<file path="src/include/cpu_defs.svh">
`ifndef CPU_DEFS_SVH
`define CPU_DEFS_SVH

// datapath and address width
`define CPU_XLEN 32

// r0..r14 in the register file, r15 is the PC
`define CPU_NREGS 16

// first fetch address out of reset
`define CPU_RESET_PC 32'h0800_0000

// flag bits inside the 4-bit nzcv vector
`define CPU_NFB 3
`define CPU_ZFB 2
`define CPU_CFB 1
`define CPU_VFB 0

`endif

</file>
<file path="src/cpu_pkg.sv">
`default_nettype none

`include "cpu_defs.svh"

package cpu_pkg;

	// data-processing opcodes, instr[24:21]
	typedef enum logic [3:0] {
		ALU_AND = 4'b0000,
		ALU_EOR = 4'b0001,
		ALU_SUB = 4'b0010,
		ALU_RSB = 4'b0011,
		ALU_ADD = 4'b0100,
		ALU_ADC = 4'b0101,
		ALU_SBC = 4'b0110,
		ALU_RSC = 4'b0111,
		ALU_TST = 4'b1000,
		ALU_TEQ = 4'b1001,
		ALU_CMP = 4'b1010,
		ALU_CMN = 4'b1011,
		ALU_ORR = 4'b1100,
		ALU_MOV = 4'b1101,
		ALU_BIC = 4'b1110,
		ALU_MVN = 4'b1111
	} alu_op_e;

	typedef enum logic [1:0] {
		KIND_DP   = 2'd0,
		KIND_LS   = 2'd1,
		KIND_BR   = 2'd2,
		KIND_SKIP = 2'd3 // cond failed or not in the subset
	} instr_kind_e;

	typedef enum logic [1:0] {
		SH_LSL = 2'd0,
		SH_LSR = 2'd1,
		SH_ASR = 2'd2,
		SH_ROR = 2'd3
	} shift_e;

	typedef enum logic {
		MS_IDLE,
		MS_ACCESS
	} mem_state_e;

	typedef struct packed {
		logic n;
		logic z;
		logic c;
		logic v;
	} flags_t;

	typedef struct packed {
		logic [`CPU_XLEN-1:0] instr;
		logic [`CPU_XLEN-1:0] pc;
	} fetch_pkt_t;

	typedef struct packed {
		instr_kind_e          kind;
		alu_op_e              op;
		logic [3:0]           rd;
		logic [3:0]           rn;
		logic                 s;
		logic                 l;
		logic                 p;
		logic                 u;
		logic                 w;
		logic [`CPU_XLEN-1:0] rn_val;
		logic [`CPU_XLEN-1:0] st_data;
		logic [`CPU_XLEN-1:0] operand; // before the shifter
		shift_e               sh_type;
		logic [4:0]           sh_amt;
		logic                 imm;     // rotated 8-bit immediate
		logic [23:0]          br_off;
		logic                 link;
		logic [`CPU_XLEN-1:0] pc;
	} dec_pkt_t;

	typedef struct packed {
		instr_kind_e          kind;
		logic [`CPU_XLEN-1:0] result;
		logic                 we;
		logic [3:0]           rd;
		flags_t               flags;
		logic                 flags_en;
		logic [`CPU_XLEN-1:0] addr;
		logic [`CPU_XLEN-1:0] wb_val;
		logic                 wb_en;
		logic [3:0]           rn;
		logic [`CPU_XLEN-1:0] st_data;
		logic                 l;
		logic [`CPU_XLEN-1:0] next_pc;
	} ex_pkt_t;

	typedef struct packed {
		logic [`CPU_XLEN-1:0] addr;
		logic [`CPU_XLEN-1:0] wdata;
		logic                 rd;
		logic                 wr;
	} mem_req_t;

	typedef struct packed {
		logic                 we0;
		logic [3:0]           idx0;
		logic [`CPU_XLEN-1:0] val0;
		logic                 we1;
		logic [3:0]           idx1;
		logic [`CPU_XLEN-1:0] val1;
		flags_t               flags;
		logic                 flags_en;
		logic [`CPU_XLEN-1:0] next_pc;
	} retire_t;

endpackage

`default_nettype wire

</file>
<file path="src/fetch_stage.sv">
`timescale 1ns/10ps
`default_nettype none

`include "cpu_defs.svh"

module fetch_stage (
	input  logic                 clk,
	input  logic                 rstn,
	input  logic                 i_retire,
	input  cpu_pkg::retire_t     i_retire_rec,
	output cpu_pkg::mem_req_t    o_fetch_req,
	input  logic [`CPU_XLEN-1:0] i_rdata,
	input  logic                 i_ok,
	output logic                 o_valid,
	output cpu_pkg::fetch_pkt_t  o_pkt
);

	logic [`CPU_XLEN-1:0] pc;
	logic busy;
	logic kick; // high through reset, starts the first fetch

	always_ff @(posedge clk) begin
		if (!rstn) begin
			pc <= `CPU_RESET_PC;
			busy <= 1'b0;
			kick <= 1'b1;
			o_valid <= 1'b0;
		end else begin
			kick <= 1'b0;
			o_valid <= busy & i_ok;
			if (i_retire)
				pc <= i_retire_rec.next_pc;
			if (kick | i_retire)
				busy <= 1'b1;
			else if (i_ok)
				busy <= 1'b0; // word arrives this cycle
		end
	end

	// instruction word and its address
	always_ff @(posedge clk) begin
		if (busy & i_ok)
			o_pkt <= '{instr: i_rdata, pc: pc};
	end

	assign o_fetch_req = '{addr: pc, wdata: '0, rd: busy, wr: 1'b0};

endmodule

`default_nettype wire

</file>
<file path="src/decode_stage.sv">
`timescale 1ns/10ps
`default_nettype none

`include "cpu_defs.svh"

module decode_stage (
	input  logic                 clk,
	input  logic                 rstn,
	input  logic                 i_valid,
	input  cpu_pkg::fetch_pkt_t  i_pkt,
	output logic [3:0]           o_rd_addr_a,
	output logic [3:0]           o_rd_addr_b,
	input  logic [`CPU_XLEN-1:0] i_rd_data_a,
	input  logic [`CPU_XLEN-1:0] i_rd_data_b,
	input  cpu_pkg::flags_t      i_flags,
	output logic                 o_valid,
	output cpu_pkg::dec_pkt_t    o_pkt
);

	logic [`CPU_XLEN-1:0] instr;
	logic [`CPU_XLEN-1:0] pc8;
	logic [`CPU_XLEN-1:0] val_a;
	logic [`CPU_XLEN-1:0] val_b;
	logic [3:0] fv;
	logic [3:0] addr_a;
	logic [3:0] addr_b;
	logic cond_base;
	logic cond_ok;
	logic is_dp;
	logic is_ls;
	logic is_br;
	cpu_pkg::instr_kind_e kind;
	cpu_pkg::dec_pkt_t pkt;

	assign instr = i_pkt.instr;
	assign fv = i_flags;

	// even codes test, odd codes invert; 1111 never passes
	always_comb begin
		case (instr[31:29])
			3'd0: cond_base = fv[`CPU_ZFB];
			3'd1: cond_base = fv[`CPU_CFB];
			3'd2: cond_base = fv[`CPU_NFB];
			3'd3: cond_base = fv[`CPU_VFB];
			3'd4: cond_base = fv[`CPU_CFB] & ~fv[`CPU_ZFB];
			3'd5: cond_base = fv[`CPU_NFB] == fv[`CPU_VFB];
			3'd6: cond_base = ~fv[`CPU_ZFB] & (fv[`CPU_NFB] == fv[`CPU_VFB]);
			default: cond_base = 1'b1;
		endcase
	end
	assign cond_ok = cond_base ^ instr[28];

	// reg-shift, multiply and MRS/MSR space excluded
	assign is_dp = (instr[27:26] == 2'b00) && !(!instr[25] && instr[4])
		&& !(instr[24:23] == 2'b10 && !instr[20]);
	assign is_ls = (instr[27:25] == 3'b010) && !instr[22]; // word, imm offset only
	assign is_br = (instr[27:25] == 3'b101);

	always_comb begin
		if (!cond_ok)
			kind = cpu_pkg::KIND_SKIP;
		else if (is_dp)
			kind = cpu_pkg::KIND_DP;
		else if (is_ls)
			kind = cpu_pkg::KIND_LS;
		else if (is_br)
			kind = cpu_pkg::KIND_BR;
		else
			kind = cpu_pkg::KIND_SKIP;
	end

	assign addr_a = instr[19:16];
	assign addr_b = is_ls ? instr[15:12] : instr[3:0]; // store data or rm
	assign o_rd_addr_a = addr_a;
	assign o_rd_addr_b = addr_b;

	assign pc8 = i_pkt.pc + 32'd8;
	assign val_a = (addr_a == 4'hf) ? pc8 : i_rd_data_a;
	assign val_b = (addr_b == 4'hf) ? pc8 : i_rd_data_b;

	always_comb begin
		pkt.kind = kind;
		pkt.op = cpu_pkg::alu_op_e'(instr[24:21]);
		pkt.rd = instr[15:12];
		pkt.rn = instr[19:16];
		pkt.s = instr[20];
		pkt.l = instr[20];
		pkt.p = instr[24];
		pkt.u = instr[23];
		pkt.w = instr[21];
		pkt.rn_val = val_a;
		pkt.st_data = val_b;
		pkt.br_off = instr[23:0];
		pkt.link = instr[24];
		pkt.pc = i_pkt.pc;
		if (is_ls) begin
			pkt.imm = 1'b1;
			pkt.operand = {20'b0, instr[11:0]};
			pkt.sh_type = cpu_pkg::SH_LSL;
			pkt.sh_amt = 5'd0;
		end else if (instr[25]) begin
			pkt.imm = 1'b1;
			pkt.operand = {24'b0, instr[7:0]};
			pkt.sh_type = cpu_pkg::SH_ROR;
			pkt.sh_amt = {instr[11:8], 1'b0}; // twice the rotate field
		end else begin
			pkt.imm = 1'b0;
			pkt.operand = val_b;
			pkt.sh_type = cpu_pkg::shift_e'(instr[6:5]);
			pkt.sh_amt = instr[11:7];
		end
	end

	always_ff @(posedge clk) begin
		if (!rstn)
			o_valid <= 1'b0;
		else
			o_valid <= i_valid;
	end

	always_ff @(posedge clk) begin
		if (i_valid)
			o_pkt <= pkt;
	end

endmodule

`default_nettype wire

</file>
<file path="src/exec_stage.sv">
`timescale 1ns/10ps
`default_nettype none

`include "cpu_defs.svh"

module exec_stage (
	input  logic              clk,
	input  logic              rstn,
	input  logic              i_valid,
	input  cpu_pkg::dec_pkt_t i_pkt,
	input  cpu_pkg::flags_t   i_flags,
	output logic              o_valid,
	output cpu_pkg::ex_pkt_t  o_pkt
);

	logic [`CPU_XLEN-1:0] opnd;
	logic [`CPU_XLEN-1:0] rot_val;
	logic [`CPU_XLEN-1:0] sh_val;
	logic [`CPU_XLEN-1:0] a;
	logic [`CPU_XLEN-1:0] x;
	logic [`CPU_XLEN-1:0] y;
	logic [`CPU_XLEN-1:0] res;
	logic [`CPU_XLEN-1:0] ls_sum;
	logic [`CPU_XLEN-1:0] br_target;
	logic [`CPU_XLEN:0] ext;
	logic [`CPU_XLEN:0] sum;
	logic [4:0] amt;
	logic sh_carry;
	logic cin;
	logic arith;
	cpu_pkg::flags_t alu_flags;
	cpu_pkg::ex_pkt_t pkt;

	assign opnd = i_pkt.operand;
	assign amt = i_pkt.sh_amt;
	assign rot_val = (opnd >> amt) | (opnd << (6'd32 - {1'b0, amt}));

	// barrel shifter, amount 0 has the special meanings of mode 1
	always_comb begin
		ext = '0;
		sh_val = opnd;
		sh_carry = i_flags.c;
		if (i_pkt.imm) begin
			sh_val = rot_val;
			if (amt != 5'd0)
				sh_carry = rot_val[31];
		end else begin
			case (i_pkt.sh_type)
				cpu_pkg::SH_LSL: begin
					ext = {1'b0, opnd} << amt;
					sh_val = ext[31:0];
					if (amt != 5'd0)
						sh_carry = ext[32];
				end
				cpu_pkg::SH_LSR: begin
					ext = {opnd, 1'b0} >> amt;
					sh_val = (amt == 5'd0) ? '0 : ext[32:1]; // lsr #32
					sh_carry = (amt == 5'd0) ? opnd[31] : ext[0];
				end
				cpu_pkg::SH_ASR: begin
					ext = $signed({opnd, 1'b0}) >>> amt;
					sh_val = (amt == 5'd0) ? {32{opnd[31]}} : ext[32:1];
					sh_carry = (amt == 5'd0) ? opnd[31] : ext[0];
				end
				default: begin
					// ror #0 is rrx
					sh_val = (amt == 5'd0) ? {i_flags.c, opnd[31:1]} : rot_val;
					sh_carry = (amt == 5'd0) ? opnd[0] : rot_val[31];
				end
			endcase
		end
	end

	assign a = i_pkt.rn_val;

	always_comb begin
		x = a;
		y = sh_val;
		cin = 1'b0;
		arith = 1'b1;
		res = '0;
		case (i_pkt.op)
			cpu_pkg::ALU_SUB, cpu_pkg::ALU_CMP: begin
				y = ~sh_val;
				cin = 1'b1;
			end
			cpu_pkg::ALU_RSB: begin
				x = sh_val;
				y = ~a;
				cin = 1'b1;
			end
			cpu_pkg::ALU_ADC: cin = i_flags.c;
			cpu_pkg::ALU_SBC: begin
				y = ~sh_val;
				cin = i_flags.c;
			end
			cpu_pkg::ALU_RSC: begin
				x = sh_val;
				y = ~a;
				cin = i_flags.c;
			end
			cpu_pkg::ALU_ADD, cpu_pkg::ALU_CMN: cin = 1'b0;
			default: arith = 1'b0;
		endcase
		sum = {1'b0, x} + {1'b0, y} + {32'b0, cin};
		case (i_pkt.op)
			cpu_pkg::ALU_AND, cpu_pkg::ALU_TST: res = a & sh_val;
			cpu_pkg::ALU_EOR, cpu_pkg::ALU_TEQ: res = a ^ sh_val;
			cpu_pkg::ALU_ORR: res = a | sh_val;
			cpu_pkg::ALU_MOV: res = sh_val;
			cpu_pkg::ALU_BIC: res = a & ~sh_val;
			cpu_pkg::ALU_MVN: res = ~sh_val;
			default: res = sum[31:0];
		endcase
		alu_flags.n = res[31];
		alu_flags.z = (res == '0);
		alu_flags.c = arith ? sum[32] : sh_carry;
		alu_flags.v = arith ? ((x[31] == y[31]) && (sum[31] != x[31])) : i_flags.v;
	end

	assign ls_sum = i_pkt.u ? (a + opnd) : (a - opnd);
	assign br_target = i_pkt.pc + 32'd8 + {{6{i_pkt.br_off[23]}}, i_pkt.br_off, 2'b00};

	always_comb begin
		pkt.kind = i_pkt.kind;
		pkt.result = res;
		pkt.we = 1'b0;
		pkt.rd = i_pkt.rd;
		pkt.flags = alu_flags;
		pkt.flags_en = 1'b0;
		pkt.addr = i_pkt.p ? ls_sum : a; // post-index uses the old base
		pkt.wb_val = ls_sum;
		pkt.wb_en = 1'b0;
		pkt.rn = i_pkt.rn;
		pkt.st_data = i_pkt.st_data;
		pkt.l = i_pkt.l;
		pkt.next_pc = i_pkt.pc + 32'd4;
		case (i_pkt.kind)
			cpu_pkg::KIND_DP: begin
				pkt.we = (i_pkt.op[3:2] != 2'b10); // compares set flags only
				pkt.flags_en = i_pkt.s;
				if (pkt.we && i_pkt.rd == 4'hf)
					pkt.next_pc = res;
			end
			cpu_pkg::KIND_LS: pkt.wb_en = !i_pkt.p || i_pkt.w;
			cpu_pkg::KIND_BR: begin
				pkt.we = i_pkt.link;
				pkt.rd = 4'd14;
				pkt.result = i_pkt.pc + 32'd4; // link value
				pkt.next_pc = br_target;
			end
			default: ;
		endcase
	end

	always_ff @(posedge clk) begin
		if (!rstn)
			o_valid <= 1'b0;
		else
			o_valid <= i_valid;
	end

	always_ff @(posedge clk) begin
		if (i_valid)
			o_pkt <= pkt;
	end

endmodule

`default_nettype wire

</file>
<file path="src/mem_stage.sv">
`timescale 1ns/10ps
`default_nettype none

`include "cpu_defs.svh"

module mem_stage (
	input  logic                 clk,
	input  logic                 rstn,
	input  logic                 i_valid,
	input  cpu_pkg::ex_pkt_t     i_pkt,
	input  cpu_pkg::mem_req_t    i_fetch_req,
	output logic [`CPU_XLEN-1:0] o_fetch_rdata,
	output logic                 o_fetch_ok,
	output logic [`CPU_XLEN-1:0] o_mem_addr,
	output logic [`CPU_XLEN-1:0] o_mem_wdata,
	input  logic [`CPU_XLEN-1:0] i_mem_rdata,
	output logic                 o_mem_read,
	output logic                 o_mem_write,
	input  logic                 i_mem_ok,
	output logic                 o_retire,
	output cpu_pkg::retire_t     o_retire_rec
);

	cpu_pkg::mem_state_e state;
	cpu_pkg::mem_req_t data_req;
	cpu_pkg::mem_req_t bus_req;
	cpu_pkg::retire_t rec;
	logic is_ls;
	logic access;
	logic take;

	assign is_ls = (i_pkt.kind == cpu_pkg::KIND_LS);
	assign access = (state == cpu_pkg::MS_ACCESS);

	// exec output is held, so the request stays stable until ok
	assign data_req = '{addr: i_pkt.addr, wdata: i_pkt.st_data, rd: i_pkt.l, wr: !i_pkt.l};
	assign bus_req = access ? data_req : i_fetch_req;

	assign o_mem_addr = bus_req.addr;
	assign o_mem_wdata = bus_req.wdata;
	assign o_mem_read = bus_req.rd;
	assign o_mem_write = bus_req.wr;

	assign o_fetch_rdata = i_mem_rdata;
	assign o_fetch_ok = i_mem_ok & ~access;

	always_ff @(posedge clk) begin
		if (!rstn) begin
			state <= cpu_pkg::MS_IDLE;
			o_retire <= 1'b0;
		end else begin
			o_retire <= take;
			case (state)
				cpu_pkg::MS_IDLE:
					if (i_valid && is_ls)
						state <= cpu_pkg::MS_ACCESS;
				default:
					if (i_mem_ok)
						state <= cpu_pkg::MS_IDLE;
			endcase
		end
	end

	assign take = (!access && i_valid && !is_ls) || (access && i_mem_ok);

	// port 0 is rd, port 1 the base writeback
	always_comb begin
		rec.we0 = i_pkt.we;
		rec.idx0 = i_pkt.rd;
		rec.val0 = i_pkt.result;
		rec.we1 = 1'b0;
		rec.idx1 = i_pkt.rn;
		rec.val1 = i_pkt.wb_val;
		rec.flags = i_pkt.flags;
		rec.flags_en = i_pkt.flags_en;
		rec.next_pc = i_pkt.next_pc;
		if (is_ls) begin
			rec.we0 = i_pkt.l;
			rec.val0 = i_mem_rdata;
			rec.we1 = i_pkt.wb_en;
			if (i_pkt.l && i_pkt.rd == 4'hf)
				rec.next_pc = i_mem_rdata; // ldr pc
		end
	end

	always_ff @(posedge clk) begin
		if (take)
			o_retire_rec <= rec;
	end

endmodule

`default_nettype wire

</file>
<file path="src/reg_file.sv">
`timescale 1ns/10ps
`default_nettype none

`include "cpu_defs.svh"

module reg_file (
	input  logic                 clk,
	input  logic                 rstn,
	input  logic [3:0]           i_rd_addr_a,
	input  logic [3:0]           i_rd_addr_b,
	output logic [`CPU_XLEN-1:0] o_rd_data_a,
	output logic [`CPU_XLEN-1:0] o_rd_data_b,
	input  logic                 i_retire,
	input  cpu_pkg::retire_t     i_retire_rec,
	output cpu_pkg::flags_t      o_flags
);

	// r0..r14 only, decode supplies r15
	logic [`CPU_XLEN-1:0] regs [0:`CPU_NREGS-2];

	assign o_rd_data_a = (i_rd_addr_a == 4'hf) ? '0 : regs[i_rd_addr_a];
	assign o_rd_data_b = (i_rd_addr_b == 4'hf) ? '0 : regs[i_rd_addr_b];

	always_ff @(posedge clk) begin
		if (i_retire) begin
			if (i_retire_rec.we1 && i_retire_rec.idx1 != 4'hf)
				regs[i_retire_rec.idx1] <= i_retire_rec.val1;
			// loaded value wins over writeback to the same register
			if (i_retire_rec.we0 && i_retire_rec.idx0 != 4'hf)
				regs[i_retire_rec.idx0] <= i_retire_rec.val0;
		end
	end

	always_ff @(posedge clk) begin
		if (!rstn)
			o_flags <= '0;
		else if (i_retire && i_retire_rec.flags_en)
			o_flags <= i_retire_rec.flags;
	end

endmodule

`default_nettype wire

</file>
<file path="src/cpu_core.sv">
`timescale 1ns/10ps
`default_nettype none

`include "cpu_defs.svh"

module cpu_core (
	input  logic                 clk,
	input  logic                 rstn,
	output logic [`CPU_XLEN-1:0] o_mem_addr,
	output logic [`CPU_XLEN-1:0] o_mem_wdata,
	input  logic [`CPU_XLEN-1:0] i_mem_rdata,
	output logic                 o_mem_read,
	output logic                 o_mem_write,
	input  logic                 i_mem_ok
);

	cpu_pkg::mem_req_t fetch_req;
	cpu_pkg::fetch_pkt_t fetch_pkt;
	cpu_pkg::dec_pkt_t dec_pkt;
	cpu_pkg::ex_pkt_t ex_pkt;
	cpu_pkg::retire_t retire_rec;
	cpu_pkg::flags_t flags;
	logic [`CPU_XLEN-1:0] fetch_rdata;
	logic [`CPU_XLEN-1:0] rd_data_a;
	logic [`CPU_XLEN-1:0] rd_data_b;
	logic [3:0] rd_addr_a;
	logic [3:0] rd_addr_b;
	logic fetch_ok;
	logic fetch_valid;
	logic dec_valid;
	logic ex_valid;
	logic retire;

	fetch_stage u_fetch (
		.clk(clk), .rstn(rstn),
		.i_retire(retire), .i_retire_rec(retire_rec),
		.o_fetch_req(fetch_req), .i_rdata(fetch_rdata), .i_ok(fetch_ok),
		.o_valid(fetch_valid), .o_pkt(fetch_pkt)
	);

	decode_stage u_decode (
		.clk(clk), .rstn(rstn),
		.i_valid(fetch_valid), .i_pkt(fetch_pkt),
		.o_rd_addr_a(rd_addr_a), .o_rd_addr_b(rd_addr_b),
		.i_rd_data_a(rd_data_a), .i_rd_data_b(rd_data_b), .i_flags(flags),
		.o_valid(dec_valid), .o_pkt(dec_pkt)
	);

	exec_stage u_exec (
		.clk(clk), .rstn(rstn),
		.i_valid(dec_valid), .i_pkt(dec_pkt), .i_flags(flags),
		.o_valid(ex_valid), .o_pkt(ex_pkt)
	);

	mem_stage u_mem (
		.clk(clk), .rstn(rstn),
		.i_valid(ex_valid), .i_pkt(ex_pkt), .i_fetch_req(fetch_req),
		.o_fetch_rdata(fetch_rdata), .o_fetch_ok(fetch_ok),
		.o_mem_addr(o_mem_addr), .o_mem_wdata(o_mem_wdata), .i_mem_rdata(i_mem_rdata),
		.o_mem_read(o_mem_read), .o_mem_write(o_mem_write), .i_mem_ok(i_mem_ok),
		.o_retire(retire), .o_retire_rec(retire_rec)
	);

	reg_file u_regs (
		.clk(clk), .rstn(rstn),
		.i_rd_addr_a(rd_addr_a), .i_rd_addr_b(rd_addr_b),
		.o_rd_data_a(rd_data_a), .o_rd_data_b(rd_data_b),
		.i_retire(retire), .i_retire_rec(retire_rec), .o_flags(flags)
	);

endmodule

`default_nettype wire

</file>
<file path="config.mk">
export PLATFORM = sky130hd
export DESIGN_NAME = cpu_core
export DESIGN_NICKNAME = d
export VERILOG_FILES = /design/src/cpu_pkg.sv /design/src/fetch_stage.sv /design/src/decode_stage.sv /design/src/exec_stage.sv /design/src/mem_stage.sv /design/src/reg_file.sv /design/src/cpu_core.sv
export VERILOG_INCLUDE_DIRS = /design/src /design/src/include
export SDC_FILE = /design/constraint.sdc
export NUM_CORES = 2
export LEC_CHECK = 0
export ABC_CLOCK_PERIOD_IN_PS = 10750
export BUFFER_PORTS_ARGS = -buffer_cell sky130_fd_sc_hd__buf_2
export CAP_MARGIN = 20
export CORE_AREA = 2 2 524 526
export DETAILED_ROUTE_END_ITERATION = 10
export DIE_AREA = 0 0 526 528
export GPL_TIMING_DRIVEN = 0
export PLACE_DENSITY = 0.34
export SYNTH_ARGS = -nofsm -noshare
export SYNTH_HDL_FRONTEND = slang
export SYNTH_SLANG_ARGS = --single-unit
</file>
<file path="constraint.sdc">
create_clock -name clk -period 10.75 [get_ports clk]
set_input_delay 1.075 -clock clk [delete_from_list [all_inputs] [get_ports clk]]
set_output_delay 1.075 -clock clk [all_outputs]
set_load 0.05 [all_outputs]
</file>
# == Word level (Yosys, flattened, before mapping) ==
# Memory sizes are Yosys's and may differ from the RTL's. A register that Yosys moved wholly into a read port is not among the register bits.
# Index checks and enable logic that the tools add are counted.
# word_totals
elab_cells,224
mem_count,1
out_inout_bits,66
ram_bits,480
ff_bits,574
inputBits,35
# classes
n_reduce_logical,43
shifts,5
addsub,9
n_mux,52
eq_ne,39
bitwise_logic,15
# memory_table
name,depth,width,rd,rd_clocked_by_memory_dff,wr,line,text
u_regs.regs,15,32,2,1,2,reg_file.sv:19,logic [`CPU_XLEN-1:0] regs [0:`CPU_NREGS-2];
# ops
operator,count
32-bit 2-to-1 mux,13
32-bit one-hot mux with 6 select lines,1
32-bit one-hot mux with 2 select lines,2
32-bit one-hot mux with 3 select lines,1
66-bit 2-to-1 mux,1
32-bit adder,2
"32-bit by 4-bit adder with 32-bit output, second input constant",2
32-bit bitwise AND,2
32-bit inverter,2
32-bit bitwise OR,2
"4-bit equality test, second input constant",12
20-bit 2-to-1 mux,2
32-bit by 32-bit adder with 33-bit output,1
33-bit by 1-bit adder with 33-bit output,1
33-bit 2-to-1 mux,1
32-bit by 5-bit << shifter with 33-bit output,1
33-bit by 5-bit >> shifter with 33-bit output,1
33-bit by 5-bit >>> shifter with 33-bit output,1
"32-bit by 3-bit adder with 32-bit output, second input constant",1
32-bit logical NOT,1
32-bit by 6-bit << shifter with 32-bit output,1
32-bit by 5-bit >> shifter with 32-bit output,1
32-bit subtractor,1
32-bit bitwise XOR,1
other kinds (35),109

# == Longest topological paths before layout ==
# depth
ltp_word,13
mapped_depth,35
mapped_depth_nobuf,26

# == Cells and area by module ==
# A second synthesis with hierarchy kept.
# unflattened
hier_cells,5849
area_unflattened_um2,68101.6
# modules_own_cells
mod,instances,cells_per_inst,seq_area_each_um2,area_per_inst_um2
reg_file,1,1969,14493.9,28334.7
exec_stage,1,2804,5365.1,23965.5
decode_stage,1,490,4914.7,6886.6
mem_stage,1,375,3373.2,5476.5
fetch_stage,1,211,2622.5,3438.3

# == Worst setup path after synthesis ==
# OpenSTA, ideal clock, no wires.
# synth_path
path_type,flip-flop to flip-flop
startpoint,register u_exec.o_pkt[176] (netlist name)
endpoint,"register u_mem.o_retire_rec[0] (netlist name), enable pin"
period_less_slack_ns,9.231
path_buffers,1
t_required_ns,10.014
setup_slack_ns,1.519
arrival_time_ns,8.495
setup_ns,0.736
path_stages_with_launch,4
path_cell_list,edfxtp_1 > nor2b_1 > clkbuf_1 > o21ai_0
# synth_between
elab_chain_cells,4
# synth_lines
item,line,text
"start, declared",exec_stage.sv:13,output cpu_pkg::ex_pkt_t o_pkt
"start signal, assigned",exec_stage.sv:165,o_pkt <= pkt;
2-bit by 1-bit equality test with 1-bit output,mem_stage.sv:32,assign is_ls = (i_pkt.kind == cpu_pkg::KIND_LS);
1-bit logical NOT,mem_stage.sv:64,assign take = (!access && i_valid && !is_ls) || (access && i_mem_ok);
1-bit logical AND,mem_stage.sv:64,
1-bit logical OR,mem_stage.sv:64,
net u_mem.take,mem_stage.sv:30,logic take;
"end signal, assigned",mem_stage.sv:88,o_retire_rec <= rec;
"end, declared",mem_stage.sv:21,output cpu_pkg::retire_t o_retire_rec
# The timed path passes the listed nets, and every way through them passes these cells.
# A chain may end at the register's enable or synchronous reset.

==> impl_metrics.tcl <==
set metrics [dict create \
    outcome "finished with violations" \
    violations "max-slew violations" \
    relSlewSlack_pct -6.64 \
    crit_buf_inv 9 \
    async_flop_share_pct 0 \
    path_class "reg -> reg" \
    power.static_leakage_nw 27.6 \
    vias 55363 \
    fillers 28097 \
    rsz0062_at_grt "no" \
    critPathLaunch "u_decode.o_pkt[58]" \
    syn_to_final_growth_pct 17.8 \
    cts_num_sinks 1043 \
    setup_viol 0 \
    synth_area_sq_mm 0.0678 \
    synthCells 5712 \
    dieArea_sq_mm 0.278 \
    power_mw 10.5 \
    first_pass_iters 8 \
    numCtsBuffers 142 \
    clock_path_buffers 4 \
    r2r-end "u_exec.o_pkt[137]" \
    drc_errors 0 \
    fin_nets 6285 \
    place_hpwl_um 317000 \
    synthMuxAreaShare_pct 25.4 \
    ys_types 101 \
    wl_per_cell_um 40.8 \
    htree_num_levels 4 \
    avgViaCountPerCell 5.65 \
    synthesis.nets 5907 \
    synthAdderAreaFrac_pct 3.00 \
    synth.avg_cell_area_sq_um 11.9 \
    hold_viol_final 0 \
    io_buffers 100 \
    power.density_mw_per_mm2 132 \
    r2r_start "u_decode.o_pkt[58]" \
    reg2reg_setup_slack_ns 0.15 \
    fp-row-count 192 \
    maxClockFrequency_mhz 94.3 \
    synth_xor_area_share_pct 2.21 \
    root_buffer "clkbuf_16" \
    antenna_found_initial 39 \
    synthSimpleGateAreaFrac_pct 8.68 \
    crit_fanout 19 \
    initial_core_util_pct 24.9 \
    synth_compound_area_share_pct 11.6 \
    slew_violations 7 \
    pin_count 101 \
    multi_input_area_sq_mm 0.0348 \
    antenna_left 0 \
    start_kind "flop" \
    cts_hold_buf 0 \
    endpoint_kind "flop" \
    slowest_delay_ns 0.59 \
    post-route-util_pct 29.3 \
    gp_congestion 0.999 \
    worst_slew_pin_slew_ns 1.60 \
    r2r_cells 33 \
    critPathRequiredTime_ns 11.36 \
    fin_crit_ns 10.60 \
    hold_start "u_exec.o_pkt[101]" \
    grt_max_degree 66 \
    crit_path_end "u_exec.o_pkt[137]" \
    yosysWarnings 0 \
    ys.flop_type "edfxtp_1" \
    period_share_pct 98.6 \
    synth-seq-area-share_pct 45.5 \
    seq_area_sq_mm 0.0309 \
    cp.depth 33 \
    synth_seq_cells 1043 \
    cts.clk_slew.worst_paths_ns 0.08 \
    synth_top_family_by_area "multiplexers" \
    cts_tree "done" \
    vdd_ir_drop_max_mv 0.117 \
    max_cap_violations 0 \
    routed_wirelength_um 400000 \
    place_area_sq_mm 0.0751 \
    grt_pass1_wl_um 523000 \
    clock_latency_ns 0.86 \
    gr-usage-all-layers_pct 28.0 \
    drive_gt1_share_pct 25.0 \
    worstPathArrival_ns 11.21 \
    core_sq_mm 0.272 \
    grt_remaining_overflow 0 \
    hp-class "reg -> reg" \
    fp.dieH_um 528 \
    die_w_um 526 \
    drt_iter0_drc 6624 \
    fin_area_sq_mm 0.0798 \
    grt_pass1_vias 53900 \
    synth-edff-count 996 \
    finClkSkew_ns 0.0938 \
    hold_path_depth 0 \
    crit_path_top_delay_cell "or4_1" \
    cp_top_family "simple AND/OR/NAND/NOR gates" \
]
## what timing repair did
item                                    CTS  global route
resized for setup                         9             3
endpoints found under the setup margin   53             1
buffers inserted                          2             0
endpoints found under the hold margin     0             0
## layer usage
layer | share of wire [%] | track usage [%]
met1 | 43 | 37.0
met2 | 46 | 45.1
met3 | 5.7 | 4.06
met4 | 5.4 | 13.0
met5 | 0.023 | 0
## metrics by stage
step | setup WS (ns) | std cells | setup TNS, ns | hold WS [ns]
5_1_grt | 0.0143 | 9782 | 0 | 0.356
3_5_place_dp | -2.20 | 9528 | -34.29 | 0.405
2_1_floorplan | 1.52 | 5712 | 0 | 0.400
6_report | 0.148 | 9799 | 0 | 0.362
3_3_place_gp | -5.92 | 9401 | -797.46 | 0.401
4_1_cts | 0.140 | 9772 | 0 | 0.353
## power breakdown
group	switching, mW	internal [mW]
Sequential	0.0600	4.46
Combinational	0.863	0.396
Clock	1.94	2.79
Total	2.87	7.65
## layout by cell type, fill, tap and decap left out, drive strengths merged, types with 17 or more instances in the layout
| cell type | instances |
|---|---|
| edfxtp | 996 |
| mux2 | 653 |
| clkbuf | 541 |
| nand2 | 394 |
| mux2i | 380 |
| nor2 | 364 |
| buf | 362 |
| o21ai | 310 |
| a21oi | 289 |
| mux4 | 269 |
| ha | 156 |
| xor2 | 94 |
| inv | 93 |
| and2 | 85 |
| nand3 | 81 |
| xnor2 | 76 |
| nor3 | 69 |
| a22oi | 64 |
| a21o | 54 |
| a221oi | 53 |
| clkinv | 50 |
| a211oi | 48 |
| dfxtp | 47 |
| nand2b | 43 |
| o22ai | 40 |
| nor2b | 37 |
| o211ai | 36 |
| a31oi | 35 |
| and3 | 34 |
| nand4 | 31 |
| o221ai | 27 |
| or2 | 25 |
| o21bai | 24 |
| o31ai | 23 |
| or3 | 22 |
| o21a | 20 |
| nor4 | 19 |
| diode | 18 |
| a211o | 17 |
## how the worst min path moves through the flow
| stage | to |
|---|---|
| 5_1_grt | u_mem.o_retire_rec[68] |
| 6_report | u_mem.o_retire_rec[68] |
| 2_1_floorplan | u_decode.o_pkt[54] |
| 3_3_place_gp | u_decode.o_pkt[54] |
| 4_1_cts | u_mem.o_retire_rec[68] |
| 3_5_place_dp | u_decode.o_pkt[54] |
## sequential cells by signal, indices dropped and copies added, names as in the netlist, named ones only
register            count
u_fetch.busy            1
u_exec.o_valid          1
u_fetch.o_pkt          64
u_mem.o_retire          1
u_exec.o_pkt          178
u_fetch.pc             32
u_decode.o_valid        1
u_mem.o_retire_rec    111
u_mem.access            1
u_regs.o_flags          4
u_fetch.o_valid         1
u_fetch.kick            1
u_decode.o_pkt        163
u_regs.regs           480
## area by class of cell
class                   count  area share (%)
diodes                     18          0.0564
plain buffers             489            2.61
clock buffers             176            4.69
clock inverters            70           0.932
inverters                  94           0.448
multi-input cells        4082            43.6
flip-flops and latches   1043            38.6
well taps                3589            5.62
repair buffers            238            3.41
## cell usage after synthesis (46+ instances only)
master	count	share of area, %
a211oi_1	47	0.52
a21o_1	54	0.60
a21oi_1	288	2.1
a221oi_1	52	0.67
a22oi_1	64	0.71
and2_1	83	0.77
buf_1	53	0.29
buf_2	46	0.34
clkbuf_1	365	2.0
dfxtp_1	47	1.4
edfxtp_1	996	44
ha_1	156	2.9
inv_1	88	0.49
mux2_2	653	11
mux2i_1	380	5.6
mux4_2	268	8.9
nand2_1	392	2.2
nand3_1	81	0.60
nor2_1	364	2.0
nor3_1	67	0.49
o21ai_0	305	2.3
xnor2_1	75	0.97
xor2_1	94	1.2
## kinds of logic after synthesis
group / Yosys count
and+or+nand+nor: 1251
buffers and inverters: 587
DFF: 1043
AOI/OAI and AO/OA: 1199
muxes: 1302
xor gates and xnor gates: 170
adders and majority gates: 160
No activity file was read; power rests on OpenSTA's default activity.
